File: config.mk
export PLATFORM = sky130hd
export DESIGN_NAME = dino_top
export DESIGN_NICKNAME = d
export VERILOG_FILES = /design/src/logic/dino_pkg.sv /design/src/logic/vga_timing.sv /design/src/logic/obstacle_field.sv /design/src/logic/bcd_score.sv /design/src/logic/game_control.sv /design/src/logic/pixel_renderer.sv /design/src/logic/dino_top.sv
export SDC_FILE = /design/constraint.sdc
export NUM_CORES = 1
export LEC_CHECK = 0
export BUFFER_PORTS_ARGS = -buffer_cell sky130_fd_sc_hd__clkbuf_2
export CORE_AREA = 5 5 235 123
export CTS_CLUSTER_SIZE = 30
export DETAILED_ROUTE_END_ITERATION = 16
export DIE_AREA = 0 0 240 128
export PLACE_DENSITY = 0.84
export SETUP_SLACK_MARGIN = 0.2
export SLEW_MARGIN = 0
export SYNTH_ARGS = -nofsm -noshare
export SYNTH_HDL_FRONTEND = slang
export SYNTH_SLANG_ARGS = --single-unit
File: constraint.sdc
create_clock -name clk -period 13.2 [get_ports clk]
set_input_delay 1.98 -clock clk [delete_from_list [all_inputs] [get_ports clk]]
set_output_delay 1.98 -clock clk [all_outputs]
set_load 0.1 [all_outputs]
File: src/logic/dino_pkg.sv
// Fixed 1280x480 timing at a 50 MHz pixel clock; all objects are 32 rows tall
package dino_pkg;

    localparam int H_ACTIVE = 1280;
    localparam int H_FRONT  = 32;
    localparam int H_SYNC   = 192;
    localparam int H_BACK   = 96;
    localparam int H_TOTAL  = H_ACTIVE + H_FRONT + H_SYNC + H_BACK; // 1600

    localparam int V_ACTIVE = 480;
    localparam int V_FRONT  = 10;
    localparam int V_SYNC   = 2;
    localparam int V_BACK   = 33;
    localparam int V_TOTAL  = V_ACTIVE + V_FRONT + V_SYNC + V_BACK; // 525

    localparam int HCOUNT_W = 11;
    localparam int VCOUNT_W = 10;
    localparam int COORD_W  = 11;
    localparam int EXT_W    = COORD_W + 1;  // Room for x plus width

    // Cactus, group, lava, pterodactyl
    localparam int OBST_COUNT = 4;
    localparam int OBST_START_X [OBST_COUNT] = '{1200, 1600, 1800, 1400};
    localparam int OBST_Y [OBST_COUNT] = '{248, 248, 248, 200};
    localparam int OBST_W [OBST_COUNT] = '{32, 64, 32, 32};
    localparam int OBST_H = 32;

    localparam int DINO_SIZE    = 32;
    localparam int DINO_START_X = 100;
    localparam int DINO_START_Y = 248;

    localparam int LFSR_W = 6;
    localparam logic [LFSR_W-1:0] LFSR_SEED = 6'b101011;
    localparam int SPEED_W    = 11;
    localparam int PASS_LIMIT = 12;
    localparam int PASS_W     = $clog2(PASS_LIMIT);
    localparam int MOTION_TICKS = 2_000_000;

    localparam int N_DIGITS = 5;
    localparam int SCORE_X  = 120;
    localparam int SCORE_Y  = 10;
    localparam int GLYPH    = 8;

    localparam int BANNER_X = 560;
    localparam int BANNER_Y = 200;
    localparam int BANNER_W = 160;
    localparam int BANNER_H = 32;

    localparam int GROUND_LINE = 280;
    localparam int GROUND_DEEP = 300;

    localparam logic [8:0] REG_DINO_X = 9'd0;
    localparam logic [8:0] REG_DINO_Y = 9'd1;
    localparam logic [8:0] REG_REPLAY = 9'd19;

    localparam logic [23:0] SKY        = 24'h87CEEB;
    localparam logic [23:0] GROUND_TOP = 24'h8B4513;
    localparam logic [23:0] GROUND_LOW = 24'h64280A;
    localparam logic [23:0] LINE       = 24'h000000;
    localparam logic [23:0] DINO       = 24'h535353;
    localparam logic [23:0] CACTUS     = 24'h008000;
    localparam logic [23:0] GROUP      = 24'h005000;
    localparam logic [23:0] LAVA       = 24'hFF4500;
    localparam logic [23:0] PTERO      = 24'h808080;
    localparam logic [23:0] DIGIT      = 24'h000000;
    localparam logic [23:0] BANNER     = 24'hFFFF00;
    localparam logic [23:0] OBST_COLOR [OBST_COUNT] = '{CACTUS, GROUP, LAVA, PTERO};

    typedef enum logic {
        PHASE_RUN,
        PHASE_OVER
    } phase_t;

    // Row 0 is the top of the glyph, bit 7 the leftmost pixel
    function automatic logic [7:0] digit_row(input logic [3:0] digit, input logic [2:0] row);
        logic [63:0] glyph;
        case (digit)
            4'd0: glyph = 64'h3C66_6E7E_7666_3C00;
            4'd1: glyph = 64'h1838_1818_1818_7E00;
            4'd2: glyph = 64'h3C66_061C_3066_7E00;
            4'd3: glyph = 64'h3C66_061C_0666_3C00;
            4'd4: glyph = 64'h0C1C_2C4C_7E0C_0C00;
            4'd5: glyph = 64'h7E60_7C06_0666_3C00;
            4'd6: glyph = 64'h3C66_607C_6666_3C00;
            4'd7: glyph = 64'h7E06_0C18_3030_3000;
            4'd8: glyph = 64'h3C66_663C_6666_3C00;
            4'd9: glyph = 64'h3C66_663E_0666_3C00;
            default: glyph = '0;
        endcase
        return glyph[8 * (7 - row) +: 8];
    endfunction

endpackage

File: src/logic/vga_timing.sv
// Counters start at zero out of reset; sync pulses are active low, sync_n tied low
module vga_timing import dino_pkg::*; (
    input  logic                clk,
    input  logic                reset,
    output logic [HCOUNT_W-1:0] hcount,
    output logic [VCOUNT_W-1:0] vcount,
    output logic                vga_clk,
    output logic                vga_hs,
    output logic                vga_vs,
    output logic                vga_blank_n,
    output logic                vga_sync_n
);

    logic end_of_line;
    logic end_of_field;

    assign end_of_line  = (hcount == HCOUNT_W'(H_TOTAL - 1));
    assign end_of_field = (vcount == VCOUNT_W'(V_TOTAL - 1));

    always_ff @(posedge clk or posedge reset) begin
        if (reset) begin
            hcount <= '0;
            vcount <= '0;
        end else if (end_of_line) begin
            hcount <= '0;
            vcount <= end_of_field ? '0 : vcount + VCOUNT_W'(1);
        end else begin
            hcount <= hcount + HCOUNT_W'(1);
        end
    end

    assign vga_hs = !((hcount >= HCOUNT_W'(H_ACTIVE + H_FRONT)) &&
                      (hcount < HCOUNT_W'(H_ACTIVE + H_FRONT + H_SYNC)));
    assign vga_vs = !((vcount >= VCOUNT_W'(V_ACTIVE + V_FRONT)) &&
                      (vcount < VCOUNT_W'(V_ACTIVE + V_FRONT + V_SYNC)));
    assign vga_blank_n = (hcount < HCOUNT_W'(H_ACTIVE)) && (vcount < VCOUNT_W'(V_ACTIVE));
    assign vga_sync_n  = 1'b0;
    assign vga_clk     = hcount[0];    // Half rate DAC clock

endmodule

File: src/logic/obstacle_field.sv
// Moves only on tick; respawn x stays below 2048 so x plus width fits 12 bits
module obstacle_field import dino_pkg::*; (
    input  logic               clk,
    input  logic               reset,
    input  logic               tick,
    input  logic               restart,
    output logic [COORD_W-1:0] obst_x [OBST_COUNT]
);

    logic [LFSR_W-1:0]  lfsr;
    logic [SPEED_W-1:0] speed;
    logic [PASS_W-1:0]  pass_count;
    logic [COORD_W-1:0] offset [OBST_COUNT];
    logic [OBST_COUNT-1:0] respawn;

    // x^6 + x^5 + 1 feedback that restart leaves running
    always_ff @(posedge clk or posedge reset) begin
        if (reset) begin
            lfsr <= LFSR_SEED;
        end else if (tick) begin
            lfsr <= {lfsr[LFSR_W-2:0], lfsr[LFSR_W-1] ^ lfsr[LFSR_W-2]};
        end
    end

    // A different slice of the LFSR per obstacle
    always_comb begin
        offset[0] = {2'b00, lfsr, 3'b000};
        offset[1] = {2'b00, ~lfsr, 3'b000};
        offset[2] = {2'b00, lfsr[3:0], 5'b00000};
        offset[3] = {2'b00, lfsr[5:2], 5'b00000};
        for (int i = 0; i < OBST_COUNT; i++) begin
            respawn[i] = (obst_x[i] <= speed);  // Would pass the left edge
        end
    end

    always_ff @(posedge clk or posedge reset) begin
        if (reset) begin
            for (int i = 0; i < OBST_COUNT; i++) begin
                obst_x[i] <= COORD_W'(OBST_START_X[i]);
            end
        end else if (restart) begin
            for (int i = 0; i < OBST_COUNT; i++) begin
                obst_x[i] <= COORD_W'(OBST_START_X[i]);
            end
        end else if (tick) begin
            for (int i = 0; i < OBST_COUNT; i++) begin
                if (respawn[i]) begin
                    obst_x[i] <= COORD_W'(H_ACTIVE) + offset[i];
                end else begin
                    obst_x[i] <= obst_x[i] - speed;
                end
            end
        end
    end

    // Speed-up after PASS_LIMIT ticks with a respawn
    always_ff @(posedge clk or posedge reset) begin
        if (reset) begin
            speed      <= SPEED_W'(1);
            pass_count <= '0;
        end else if (restart) begin
            speed      <= SPEED_W'(1);
            pass_count <= '0;
        end else if (tick && |respawn) begin
            if (pass_count == PASS_W'(PASS_LIMIT - 1)) begin
                speed      <= speed + SPEED_W'(1);
                pass_count <= '0;
            end else begin
                pass_count <= pass_count + PASS_W'(1);
            end
        end
    end

endmodule

File: src/logic/bcd_score.sv
// Decimal score that adds one per tick and wraps 99999 to 00000; digit 0 is the units
module bcd_score import dino_pkg::*; (
    input  logic       clk,
    input  logic       reset,
    input  logic       tick,
    input  logic       restart,
    output logic [3:0] digits [N_DIGITS]
);

    logic [3:0] next_digits [N_DIGITS];
    logic       carry;

    // Ripple the increment up from the units digit
    always_comb begin
        carry = 1'b1;
        for (int i = 0; i < N_DIGITS; i++) begin
            if (carry && digits[i] == 4'd9) begin
                next_digits[i] = 4'd0;
            end else if (carry) begin
                next_digits[i] = digits[i] + 4'd1;
                carry          = 1'b0;
            end else begin
                next_digits[i] = digits[i];
            end
        end
    end

    always_ff @(posedge clk or posedge reset) begin
        if (reset) begin
            digits <= '{default: 4'd0};
        end else if (restart) begin
            digits <= '{default: 4'd0};
        end else if (tick) begin
            digits <= next_digits;
        end
    end

endmodule

File: src/logic/game_control.sv
// Writes land in the same cycle as motion; only addresses 0, 1 and 19 are decoded
module game_control import dino_pkg::*; #(
    parameter int motion_ticks = MOTION_TICKS
) (
    input  logic               clk,
    input  logic               reset,
    input  logic               chipselect,
    input  logic               write,
    input  logic [8:0]         address,
    input  logic [31:0]        writedata,
    output logic [COORD_W-1:0] dino_x,
    output logic [COORD_W-1:0] dino_y,
    output logic [COORD_W-1:0] obst_x [OBST_COUNT],
    output logic [3:0]         digits [N_DIGITS],
    output phase_t             phase
);

    localparam int TIMER_W = (motion_ticks > 1) ? $clog2(motion_ticks) : 1;

    logic               replay;
    logic [TIMER_W-1:0] timer;
    logic               tick;
    logic               restart;
    logic               hit;

    function automatic logic overlap(input logic [EXT_W-1:0] ax, ay, bx, by, bw);
        return (ax < bx + bw) && (ax + EXT_W'(DINO_SIZE) > bx) &&
               (ay < by + EXT_W'(OBST_H)) && (ay + EXT_W'(DINO_SIZE) > by);
    endfunction

    always_ff @(posedge clk or posedge reset) begin
        if (reset) begin
            dino_x <= COORD_W'(DINO_START_X);
            dino_y <= COORD_W'(DINO_START_Y);
            replay <= 1'b0;
        end else if (chipselect && write) begin
            case (address)
                REG_DINO_X: dino_x <= writedata[COORD_W-1:0];
                REG_DINO_Y: dino_y <= writedata[COORD_W-1:0];
                REG_REPLAY: replay <= writedata[0];   // Level held until rewritten
                default: ;
            endcase
        end
    end

    assign tick    = (phase == PHASE_RUN) && (timer == TIMER_W'(motion_ticks - 1));
    assign restart = (phase == PHASE_OVER) && replay;

    // Timer only runs during play
    always_ff @(posedge clk or posedge reset) begin
        if (reset) begin
            timer <= '0;
        end else if (restart || tick) begin
            timer <= '0;
        end else if (phase == PHASE_RUN) begin
            timer <= timer + TIMER_W'(1);
        end
    end

    always_comb begin
        hit = 1'b0;
        for (int i = 0; i < OBST_COUNT; i++) begin
            if (overlap(EXT_W'(dino_x), EXT_W'(dino_y), EXT_W'(obst_x[i]),
                        EXT_W'(OBST_Y[i]), EXT_W'(OBST_W[i]))) begin
                hit = 1'b1;
            end
        end
    end

    always_ff @(posedge clk or posedge reset) begin
        if (reset) begin
            phase <= PHASE_RUN;
        end else if (restart) begin
            phase <= PHASE_RUN;
        end else if (phase == PHASE_RUN && hit) begin
            phase <= PHASE_OVER;
        end
    end

    obstacle_field obstacle_field_inst (
        .clk     (clk),
        .reset   (reset),
        .tick    (tick),
        .restart (restart),
        .obst_x  (obst_x)
    );

    bcd_score bcd_score_inst (
        .clk     (clk),
        .reset   (reset),
        .tick    (tick),
        .restart (restart),
        .digits  (digits)
    );

endmodule

File: src/logic/pixel_renderer.sv
// Colour lags the counters by one clock; blanking is left to vga_blank_n
module pixel_renderer import dino_pkg::*; (
    input  logic                clk,
    input  logic [HCOUNT_W-1:0] hcount,
    input  logic [VCOUNT_W-1:0] vcount,
    input  logic [COORD_W-1:0]  dino_x,
    input  logic [COORD_W-1:0]  dino_y,
    input  logic [COORD_W-1:0]  obst_x [OBST_COUNT],
    input  logic [3:0]          digits [N_DIGITS],
    input  phase_t              phase,
    output logic [7:0]          vga_r,
    output logic [7:0]          vga_g,
    output logic [7:0]          vga_b
);

    logic [EXT_W-1:0] px;
    logic [EXT_W-1:0] py;
    logic [EXT_W-1:0] score_dx;
    logic [EXT_W-1:0] score_dy;
    logic [2:0]       glyph_idx;
    logic [2:0]       glyph_col;
    logic [2:0]       glyph_row;
    logic [3:0]       glyph_digit;
    logic [7:0]       glyph_bits;
    logic             in_score;
    logic             in_banner;
    logic [23:0]      color;

    function automatic logic in_box(input logic [EXT_W-1:0] x, y, bx, by, bw, bh);
        return (x >= bx) && (x < bx + bw) && (y >= by) && (y < by + bh);
    endfunction

    assign px = EXT_W'(hcount);
    assign py = EXT_W'(vcount);

    // Score area split into 8x8 cells
    assign score_dx  = px - EXT_W'(SCORE_X);
    assign score_dy  = py - EXT_W'(SCORE_Y);
    assign glyph_idx = score_dx[5:3];
    assign glyph_col = score_dx[2:0];
    assign glyph_row = score_dy[2:0];
    assign in_score  = in_box(px, py, EXT_W'(SCORE_X), EXT_W'(SCORE_Y),
                              EXT_W'(N_DIGITS * GLYPH), EXT_W'(GLYPH));

    // Leftmost cell shows the highest digit
    assign glyph_digit = in_score ? digits[3'(N_DIGITS - 1) - glyph_idx] : 4'd0;
    assign glyph_bits  = digit_row(glyph_digit, glyph_row);

    assign in_banner = in_box(px, py, EXT_W'(BANNER_X), EXT_W'(BANNER_Y),
                              EXT_W'(BANNER_W), EXT_W'(BANNER_H));

    always_comb begin
        if (phase == PHASE_OVER) begin
            color = in_banner ? BANNER : SKY;
        end else begin
            if (py < EXT_W'(GROUND_LINE)) begin
                color = SKY;
            end else if (py == EXT_W'(GROUND_LINE)) begin
                color = LINE;
            end else if (py <= EXT_W'(GROUND_DEEP)) begin
                color = GROUND_TOP;
            end else begin
                color = GROUND_LOW;
            end

            if (in_box(px, py, EXT_W'(dino_x), EXT_W'(dino_y),
                       EXT_W'(DINO_SIZE), EXT_W'(DINO_SIZE))) begin
                color = DINO;
            end

            // Later obstacles win
            for (int i = 0; i < OBST_COUNT; i++) begin
                if (in_box(px, py, EXT_W'(obst_x[i]), EXT_W'(OBST_Y[i]),
                           EXT_W'(OBST_W[i]), EXT_W'(OBST_H))) begin
                    color = OBST_COLOR[i];
                end
            end

            if (in_score && glyph_bits[3'd7 - glyph_col]) begin
                color = DIGIT;
            end
        end
    end

    always_ff @(posedge clk) begin
        {vga_r, vga_g, vga_b} <= color;
    end

endmodule

File: src/logic/dino_top.sv
// motion_ticks sets clocks per game step; the bus has no wait states or read path
module dino_top import dino_pkg::*; #(
    parameter int motion_ticks = MOTION_TICKS
) (
    input  logic        clk,
    input  logic        reset,
    input  logic        chipselect,
    input  logic        write,
    input  logic [8:0]  address,
    input  logic [31:0] writedata,
    output logic [7:0]  vga_r,
    output logic [7:0]  vga_g,
    output logic [7:0]  vga_b,
    output logic        vga_clk,
    output logic        vga_hs,
    output logic        vga_vs,
    output logic        vga_blank_n,
    output logic        vga_sync_n
);

    logic [HCOUNT_W-1:0] hcount;
    logic [VCOUNT_W-1:0] vcount;
    logic [COORD_W-1:0]  dino_x;
    logic [COORD_W-1:0]  dino_y;
    logic [COORD_W-1:0]  obst_x [OBST_COUNT];
    logic [3:0]          digits [N_DIGITS];
    phase_t              phase;

    vga_timing vga_timing_inst (
        .clk         (clk),
        .reset       (reset),
        .hcount      (hcount),
        .vcount      (vcount),
        .vga_clk     (vga_clk),
        .vga_hs      (vga_hs),
        .vga_vs      (vga_vs),
        .vga_blank_n (vga_blank_n),
        .vga_sync_n  (vga_sync_n)
    );

    game_control #(.motion_ticks(motion_ticks)) game_control_inst (
        .clk        (clk),
        .reset      (reset),
        .chipselect (chipselect),
        .write      (write),
        .address    (address),
        .writedata  (writedata),
        .dino_x     (dino_x),
        .dino_y     (dino_y),
        .obst_x     (obst_x),
        .digits     (digits),
        .phase      (phase)
    );

    pixel_renderer pixel_renderer_inst (
        .clk    (clk),
        .hcount (hcount),
        .vcount (vcount),
        .dino_x (dino_x),
        .dino_y (dino_y),
        .obst_x (obst_x),
        .digits (digits),
        .phase  (phase),
        .vga_r  (vga_r),
        .vga_g  (vga_g),
        .vga_b  (vga_b)
    );

endmodule

Yosys cells after proc, flatten, opt, wreduce, memory -nomap -nowiden
Memory sizes are Yosys's and may differ from the RTL's. Cells that the tools add are included.

Flip-flop bits (word level): 175. Bits in read-only memories: 672. Input port bits: 45. Output and inout port bits: 29. Logic and storage cells: 238. Memories kept: 1.

$add $sub $neg: 29. $lt $le $gt $ge: 47. Equal/unequal tests: 13. Shift operators: 1. Muxes and demuxes: 54. Bitwise logic cells: 4. Reductions and logical operators: 67.

Memories: (no name shown) (depth 16, width 42, read ports 1, clocked after memory_dff 0, write ports 0, RTL line dino_pkg.sv:77) `case (digit)`.

Operators by type and width (count): 24-bit two-way mux (10); 11-bit by 12-bit less-than comparator with 1-bit output (9); 11-bit two-way mux (8); 44-bit two-way mux (2); 64-bit by 33-bit variable part select with 8-bit output (1); 11-bit by 6-bit adder with 12-bit output, second input constant (5); 4-bit two-way mux (15); 11-bit greater-or-equal comparator (5); 12-bit by 11-bit greater-than comparator with 1-bit output (4); 1-bit logical AND (46); 11-bit by 9-bit adder with 11-bit output, first input constant (4); 11-bit less-or-equal comparator (4); 11-bit subtractor (4); 21-bit two-way mux (2); 20-bit two-way mux (2); 10-bit by 9-bit less-than comparator with 1-bit output, second input constant (3); 4-bit by 1-bit adder with 4-bit output, second input constant (6); 4-bit == test, second input constant (6); 12-bit by 8-bit greater-than comparator with 1-bit output, second input constant (2); 23-bit two-way mux (1); 11-bit by 1-bit adder with 11-bit output, second input constant (2); 11-bit less-than comparator, second input constant (2); 11-bit by 8-bit less-than comparator with 1-bit output, second input constant (2); 21-bit by 1-bit adder with 21-bit output, second input constant (1); other kinds (43) (69).

Depth between registers and ports, before layout
Gate-level depths: netlist of the first run. An unclocked memory read counts as a cell.

Depth in word-level cells: 14. Gate-level depth with buffers: 19.

Hierarchy
Synthesis of the first run repeated with hierarchy kept, for this count alone.

Cells, all modules: 1980. Area, all modules: 16903.7 um2.

By module, submodules not included: pixel_renderer (times used 1, cells each 717, area an instance 5426.5 um2, seq. area each 440.4 um2); obstacle_field (times used 1, cells each 543, area an instance 4825.9 um2, seq. area each 1654.1 um2); game_control (times used 1, cells each 469, area an instance 4235.3 um2, seq. area each 1136.1 um2); vga_timing (times used 1, cells each 119, area an instance 1216.2 um2, seq. area each 525.5 um2); bcd_score (times used 1, cells each 132, area an instance 1199.9 um2, seq. area each 500.5 um2).

Worst setup path before layout of the first run
Ideal clock, no wire load.

Path kind: register to output. Start: reg vga_timing_inst.vcount[5]. End: out vga_blank_n. Arrival time: 2.802 ns. Slack: 8.418 ns. Cell stages (with the launch flop): 5. Cell sequence: dfrtp_1 > clkbuf_1 > nand3_1 > nor2_1 > nor3_1.

Cells in the longest elaborated chain, start to end: 2.

RTL lines: start: declaration (RTL line vga_timing.sv:6) `output logic [VCOUNT_W-1:0] vcount,`; start signal: assignment (RTL line vga_timing.sv:26) `vcount <= end_of_field ? '0 : vcount + VCOUNT_W'(1);`; 10-bit by 9-bit less-than comparator with 1-bit output (RTL line vga_timing.sv:36) `assign vga_blank_n = (hcount < HCOUNT_W'(H_ACTIVE)) && (vcount < VCOUNT_W'(V_ACTIVE));`; 1-bit logical AND (RTL line vga_timing.sv:36); end: declaration (RTL line dino_top.sv:17) `output logic vga_blank_n,`.

No other way between the ends.

Final worst setup path of the first run
Start: reg vga_timing_inst.hcount[4]. End: reg pixel_renderer_inst.vga_b[1].

Cells in the longest elaborated chain, start to end: 14.

RTL lines: start: declaration (RTL line vga_timing.sv:5) `output logic [HCOUNT_W-1:0] hcount,`; start signal: assignment (RTL line vga_timing.sv:28) `hcount <= hcount + HCOUNT_W'(1);`; 6-bit subtractor (RTL line pixel_renderer.sv:37) `assign score_dx = px - EXT_W'(SCORE_X);`; 3-bit subtractor (RTL line pixel_renderer.sv:46) `assign glyph_digit = in_score ? digits[3'(N_DIGITS - 1) - glyph_idx] : 4'd0;`; 3-bit NOT with 4-bit output (implied by the code) (RTL line pixel_renderer.sv:46); 4-bit binary-select mux with 3-bit select (RTL line pixel_renderer.sv:46); 4-bit two-way mux (implied by the code) (2 in a row) (RTL line pixel_renderer.sv:46); 4-bit two-way mux (RTL line pixel_renderer.sv:46); memory 16 x 42 bit; 64-bit by 33-bit variable part select with 8-bit output (RTL line dino_pkg.sv:90) `return glyph[8 * (7 - row) +: 8];`; 1-bit binary-select mux with 3-bit select (RTL line pixel_renderer.sv:79) `if (in_score && glyph_bits[3'd7 - glyph_col]) begin`; 1-bit two-way mux (implied by the code) (RTL line pixel_renderer.sv:79); 1-bit logical AND (RTL line pixel_renderer.sv:79); 24-bit two-way mux (RTL line pixel_renderer.sv:79); 24-bit two-way mux (*) (RTL line pixel_renderer.sv:53) `if (phase == PHASE_OVER) begin`; net pixel_renderer_inst.color[1] (RTL line pixel_renderer.sv:27) `logic [23:0] color;`; end signal: assignment (RTL line pixel_renderer.sv:86) `{vga_r, vga_g, vga_b} <= color;`; end: declaration (RTL line pixel_renderer.sv:13) `output logic [7:0] vga_b`.

The timed path passes the listed nets; every way through them passes the cells marked *. The select of a mux whose other input is x is not followed. A chain may end at the register's enable or synchronous reset.

==> impl_metrics.csv, run 1 <==
group,metric,value,unit
die,coreArea,26800,um2
clock_tree,ctsResizeCount,0,
die,die_height,128,um
placement,detailed_place_hpwl,37200,um
clock_tree,clk_transition_reported_paths,0.07,ns
detailed_routing,met2_length,19400,um
timing,fmax,0.177,GHz
finish,num_antenna_cells,0,
finish,drive_above_1_share,9.60,%
placement,gp_congestion,0.977,
grt,antenna_found_initial,0,
worst_setup_path,cp_data_arrival_time,6.01,ns
clock_tree,root_buffer,"clkbuf_16",
detailed_routing,dr.first_iter.drc_count,2121,
clock_tree,clk_path_buf_depth,2,
logic_synthesis,synth_edf_count,0,
min_path,holdPathEnd,"game_control_inst.obstacle_field_inst.lfsr[1]",
logic_synthesis,synth_top_area_share,20.0,%
finish,nets,2151,
min_path,min_path_type,"register to register",
detailed_routing,dr_wl_met3,7390,um
worst_setup_path,worstPathCellList,"ha_1 > and4b_1 > o2111ai_1 > a2111oi_4 > nand2_1 > inv_1 > ha_1 > a21bo_2 > a21oi_1 > a311oi_1 > a41oi_1 > nor4_1 > a211o_1 > o211ai_2 > nand3_4 > o31ai_1",
worst_setup_path,required,13.56,ns
detailed_routing,first_pass_iters,7,
timing,fin_skew,0.0156,ns
die,die_x,240,um
timing,min_period_over_period,42.8,%
grt,grt_pass1_wl,78000,um
logic_synthesis,ys_top_cells_by_count,"250 x ha_1, 140 x inv_1, 135 x nand2_1, 132 x o21ai_0, 129 x a21oi_1",
worst_setup_path,critPathLaunch,"vga_timing_inst.hcount[4]",
min_path,min_delay_path_depth,2,
detailed_routing,via_per_inst,6.65,
logic_synthesis,yosys_warnings,0,
finish,fillerInstances,2192,
worst_setup_path,r2r_end,"pixel_renderer_inst.vga_b[1]",
placement,placed_area,16200,um2
clock_tree,clkSinkCount,173,
timing,whs,0.512,ns
worst_setup_path,critical_path_class,"register to register",
detailed_routing,totalWireLength,49100,um
power,ir_worst_vdd,0.100,mV
logic_synthesis,synth_area,15600,um2
logic_synthesis,synth_cells,1823,
timing,fin_setup_tns,0,ns
worst_setup_path,reg2reg_setup_slack,7.56,ns
die,start_util,58.1,%
logic_synthesis,yosysMostFrequentCell,"ha_1",
detailed_routing,wl_per_cell,22.0,um
detailed_routing,num_vias,14800,
clock_tree,clk-insertion-delay-late,0.48,ns
worst_setup_path,cp_common_cell,"ha_1",
clock_tree,hold_buffers,0,
worst_setup_path,rr_worst_depth,16,
clock_tree,cts_tree,"yes",
grt,grt_pass1_vias,14300,
timing,drv_slew,0,
clock_tree,post_cts_buffers,0,
timing,worstMarginPinSlew,1.01,ns
logic_synthesis,ys_types,86,
logic_synthesis,synth.avg_cell_area,8.56,um2
clock_tree,h-tree-depth,4,
logic_synthesis,async_reset_ff_share,87.3,%
timing,hold_viol,0,
placement,post-place-ws,7.92,ns
die,rows,43,
timing,worst_slack,7.56,ns
detailed_routing,top_layer_used,"met4",
die,die_area,30700,um2
detailed_routing,final_antenna_net_count,0,
job,drv_cap,0,
timing,slew_headroom,32.6,%
logic_synthesis,synth-seq-cells,173,
worst_setup_path,crit_path_start_kind,"register",
clock_tree,numCtsBuffers,17,
die,ios,74,
logic_synthesis,yosys-top-cells-area,"ha_1 20%, dfrtp_1 19%, dfstp_2 5.1%, o21ai_0 4.2%, a21oi_1 4.1%",
worst_setup_path,crit_fanout,16,
finish,syn2layout_area_growth,7.70,%
timing,setup_violations,0,
worst_setup_path,cp_slowest_stage_delay,0.97,ns
run_status,status,"finished, final reports clean",
power,leakage,7.52,nW
min_path,hp-start,"game_control_inst.obstacle_field_inst.lfsr[0]",
grt,grt_usage,32.0,%
detailed_routing,drc,0,
timing,rsz0062_at_grt,"no",
logic_synthesis,ys.flop_type,"dfrtp_1",
worst_setup_path,r2r-start,"vga_timing_inst.hcount[4]",
power,power.density,122,nW/um2
logic_synthesis,yosys.area.top_type,"ha_1",
grt,grt_overflow,0,
worst_setup_path,end_kind,"register",
grt,grt_max_degree,83,
placement,portBuffers,50,
worst_setup_path,cp_slowest_cell,"a2111oi_4",
detailed_routing,m1WireLength,21400,um
finish,final_area,16800,um2
timing,min_period,5.64,ns
logic_synthesis,seq_area_frac_synth,27.3,%
power,power,2.05,mW
critical path, delay by kind of cell, from the launching register on:
kind	cells	cell delay [ns]
buf+inv	1	0.27
simple gates	4	0.86
compound gates	9	2.93
fa+ha+maj	2	0.68
flops	1	0.77
where the power goes:
part	switching, mW	internal (mW)
logic	0.568	0.315
clock network	0.237	0.291
registers	0.0484	0.589
total	0.854	1.19
worst max path at each step:
stage,to,slack (ns),depth (start not counted)
after CTS,pixel_renderer_inst.vga_b[1],7.80,16
after detailed placement,pixel_renderer_inst.vga_b[4],7.92,16
after global placement,pixel_renderer_inst.vga_r[6],8.01,14
final,pixel_renderer_inst.vga_b[1],7.56,16
after global routing,pixel_renderer_inst.vga_b[1],7.32,16
after floorplan,game_control_inst.bcd_score_inst.digits[0],7.20,1
per-stage QoR:
step,utilization [%],std cells
4_1_cts,62.6,2225
3_5_place_dp,60.4,2193
6_report,62.6,2225
2_1_floorplan,-,1824
5_1_grt,62.6,2225
3_3_place_gp,60.4,2193
placed cells by master (no fill, tap or decap), types with 8 or more instances in the layout:
master	netlist	layout
buf_4	3	16
a21boi_0	9	9
mux2_2	29	29
clkbuf_2	0	50
mux2i_1	11	11
dfrtp_1	121	121
o31ai_1	17	17
nor2_1	119	119
and3_1	18	18
a2111oi_0	8	8
xor2_1	40	40
nor2b_1	25	25
inv_1	140	139
ha_1	250	250
nand2b_1	25	25
a31oi_1	15	15
o21ai_0	132	132
nand4_1	44	44
o2111ai_1	9	9
xnor2_1	52	52
o21a_1	30	30
o22ai_1	11	11
nor3_1	40	40
a21o_1	36	36
or3_1	18	18
nand3_1	85	85
nor4_1	10	10
dfxtp_1	22	22
dfstp_2	30	30
nand2_1	135	135
a211oi_1	10	10
o211ai_1	15	15
o21bai_1	10	10
a21oi_1	129	129
clkbuf_16	0	17
and2_1	9	9
metal layers:
layer  vias up  track usage, %
li1       6702               -
met1      7039            47.0
met2       956            44.3
met3       103            12.6
met4         0            7.37
met5         -               0
flip-flops by register name (all words and copies together) (netlist names), 8 cells and up:
signal	flops
game_control_inst.bcd_score_inst.digits	20
game_control_inst.dino_x	11
game_control_inst.dino_y	11
game_control_inst.obstacle_field_inst.obst_x	44
game_control_inst.obstacle_field_inst.speed	11
game_control_inst.timer	21
pixel_renderer_inst.vga_g	8
vga_timing_inst.hcount	11
vga_timing_inst.vcount	10
cell families (layout without fill, tap and decap cells):
family	Yosys count	after routing	share of synthesized area [%]
adders and majority gates	254	254	20.6
AOI/OAI and AO/OA	488	488	19.9
other	1	2	0.0240
and+or+nand+nor	570	570	18.5
xor gates and xnor gates	94	94	5.47
buffers and inverters	199	240	4.91
DFF	173	173	27.3
muxes	44	44	3.38
final cells by class:
class,count,area (um2),area share [%]
Clock buffer,21,460,2.74
Clock inverter,11,134,0.797
Inverter,142,538,3.20
Multi-Input combinational cell,1452,10600,63.0
Sequential cell,173,4260,25.3
Tap cell,360,450,2.68
Timing Repair Buffer,66,370,2.20
Power figures use the tool's default switching activity.
==> run 2, diff against run 1 <==
==> constraint.sdc (replaced) <==
create_clock -name clk -period 5.3 [get_ports clk]
set_input_delay 0.795 -clock clk [delete_from_list [all_inputs] [get_ports clk]]
set_output_delay 0.795 -clock clk [all_outputs]
set_load 0.1 [all_outputs]
==> run 2 against run 1 <==
Clock-buffer cell count fell by 1. Sequential share of layout area decreased by 0.29 points. Non-clock buffer count grew 20. Worst setup slack got worse by 7.0 ns. Register-to-register slack worse by 7.0 ns. Die area is the same. Critical path type unchanged. Critical path depth grew 1. Combinational power increased to 2.5 times the previous value. Clock power grew to 2.6 times the previous value. Highest routed layer unchanged.
==> impl_metrics.csv, run 2 (synthesis results as in run 1) <==
group,metric,value,unit
power,leakage,7.65,nW
clock_tree,cts_tree,"yes",
detailed_routing,wl_per_cell,22.0,um
clock_tree,clkSinkCount,173,
placement,detailed_place_hpwl,37500,um
power,p_sw_share,40.7,%
grt,grt_overflow,0,
power,p_clk_share,26.6,%
power,p_int,3.09,mW
finish,fillerInstances,2169,
grt,antenna_found_initial,0,
finish,layout_common_cells,"250 x ha_1, 139 x inv_1, 135 x nand2_1",
clock_tree,clk_transition_reported_paths,0.07,ns
min_path,min_path_type,"register to register",
finish,layout_commonest_cell,"ha_1",
finish,nets,2171,
finish,final_core_util,63.3,%
grt,grt_max_degree,108,
timing,hold_viol,0,
job,drv_cap,0,
timing,min_period_over_period,88.8,%
timing,worstMarginPinSlew,0.992,ns
clock_tree,hold_buffers,0,
clock_tree,clk_path_buf_depth,2,
die,die_area,30700,um2
detailed_routing,dr.first_iter.drc_count,2231,
timing,fin_skew,0.0126,ns
die,coreArea,26800,um2
clock_tree,numCtsBuffers,17,
detailed_routing,totalWireLength,49300,um
power,power.density,307,nW/um2
clock_tree,h-tree-depth,4,
timing,rsz0062_at_grt,"no",
power,ir_worst_vdd,0.248,mV
timing,setup_violations,0,
power,p_comb_share,42.9,%
die,start_util,58.1,%
finish,top_regs,"game_control_inst.obstacle_field_inst.obst_x: 44 flops, game_control_inst.timer: 21 flops, game_control_inst.bcd_score_inst.digits: 20 flops",
detailed_routing,final_antenna_net_count,0,
finish,top_register,"game_control_inst.obstacle_field_inst.obst_x",
timing,slew_headroom,32.2,%
timing,drv_slew,0,
timing,fin_setup_tns,0,ns
clock_tree,clk-insertion-delay-late,0.46,ns
run_status,status,"finished, final reports clean",
finish,drive_above_1_share,10.7,%
finish,area.sequential,4260,um2
finish,largest_reg_flops,44,
die,die_height,128,um
finish,multiInputGateArea,10600,um2
worst_setup_path,required,5.62,ns
clock_tree,root_buffer,"clkbuf_16",
timing,min_period,4.71,ns
worst_setup_path,crit_path_start_kind,"register",
worst_setup_path,crit_fanout,8,
detailed_routing,first_pass_iters,6,
timing,whs,0.529,ns
worst_setup_path,critical_path_class,"register to register",
timing,fmax,0.212,GHz
die,rows,43,
grt,grt_usage,32.2,%
die,ios,74,
placement,portBuffers,50,
grt,grt_pass1_vias,14000,
power,p_switching,2.12,mW
detailed_routing,via_per_inst,6.56,
worst_setup_path,cp_data_arrival_time,5.02,ns
placement,gp_congestion,1.01,
worst_setup_path,end_kind,"register",
grt,grt_pass1_wl,77600,um
detailed_routing,num_vias,14700,
finish,syn2layout_area_growth,8.96,%
die,die_x,240,um
finish,num_antenna_cells,0,
detailed_routing,drc,0,
power,p_seq_share,30.4,%
## run 2: repair_timing
| action | CTS | global route |
|---|---|---|
| buffers inserted | 0 | 2 |
| hold endpoints to repair | 0 | 0 |
| endpoints found under the setup margin | 0 | 11 |
| resized for setup | 0 | 1 |
## run 2: stage by stage
stage | area (um2) | instances | setup WS, ns | total power, mW
2_1_floorplan | 15600 | 1824 | 0.490 | 3.23
3_3_place_gp | 16300 | 2211 | 0.748 | 3.69
3_5_place_dp | 16300 | 2211 | 0.596 | 3.76
4_1_cts | 17000 | 2243 | 0.519 | 5.16
5_1_grt | 17000 | 2245 | 0.219 | 5.48
6_report | 17000 | 2245 | 0.594 | 5.22
## run 2: worst max-delay path, cell delays in order (launching register included)
cell	delay [ns]
dfrtp_1	0.54
inv_1	0.11
ha_1	0.50
mux4_2	0.62
nand2_1	0.11
o21ai_0	0.15
nand2_1	0.21
inv_1	0.15
ha_1	0.30
a21bo_2	0.24
a21oi_1	0.12
a311oi_1	0.30
a41oi_1	0.07
nor4_1	0.21
a211o_1	0.17
o211ai_2	0.17
a21oi_2	0.45
o22ai_1	0.15
## run 2: cell type report
type / count / area share, %
multi-input cells: 1452 / 62.4
inverters: 142 / 3.17
well taps: 360 / 2.65
flip-flops and latches: 173 / 25.0
clock buffers: 20 / 2.63
repair buffers: 86 / 3.06
clock inverters: 12 / 1.09
## run 2: routing by layer
metal  vias up  track usage [%]  share of wire, %  wire length (um)
met5         -                0                 0                 0
met4         0             7.53               1.7               847
met3        84             11.4                15              7220
met2       919             43.4                39             19100
met1      6967             48.9                45             22100
li1       6753                -                 -                 -
## run 2: path summary, 6_finish.rpt
| kind | startpoint | endpoint | slack (ns) | cells past startpoint |
|---|---|---|---|---|
| setup / recovery | vga_timing_inst.hcount[3] | pixel_renderer_inst.vga_r[6] | 0.59 | 17 |
| hold / removal | vga_timing_inst.vcount[7] | vga_timing_inst.vcount[7] | 0.53 | 1 |
| setup reg to reg | vga_timing_inst.hcount[3] | pixel_renderer_inst.vga_r[6] | 0.59 | 17 |
| hold reg to reg | vga_timing_inst.vcount[7] | vga_timing_inst.vcount[7] | 0.53 | 1 |
| max in group asynchronous | reset | game_control_inst.dino_y[10] | 3.51 | 3 |
| min in group asynchronous | reset | game_control_inst.obstacle_field_inst.speed[4] | 0.58 | 2 |
## run 2: power groups by stage
stage | Combinational [mW] | Clock (mW) | Sequential, mW
after floorplan | 1.35 | 0 | 1.87
after global placement | 2.10 | 0 | 1.60
after detailed placement | 2.16 | 0 | 1.60
after CTS | 2.18 | 1.40 | 1.58
after global routing | 2.43 | 1.46 | 1.60
final | 2.24 | 1.39 | 1.59
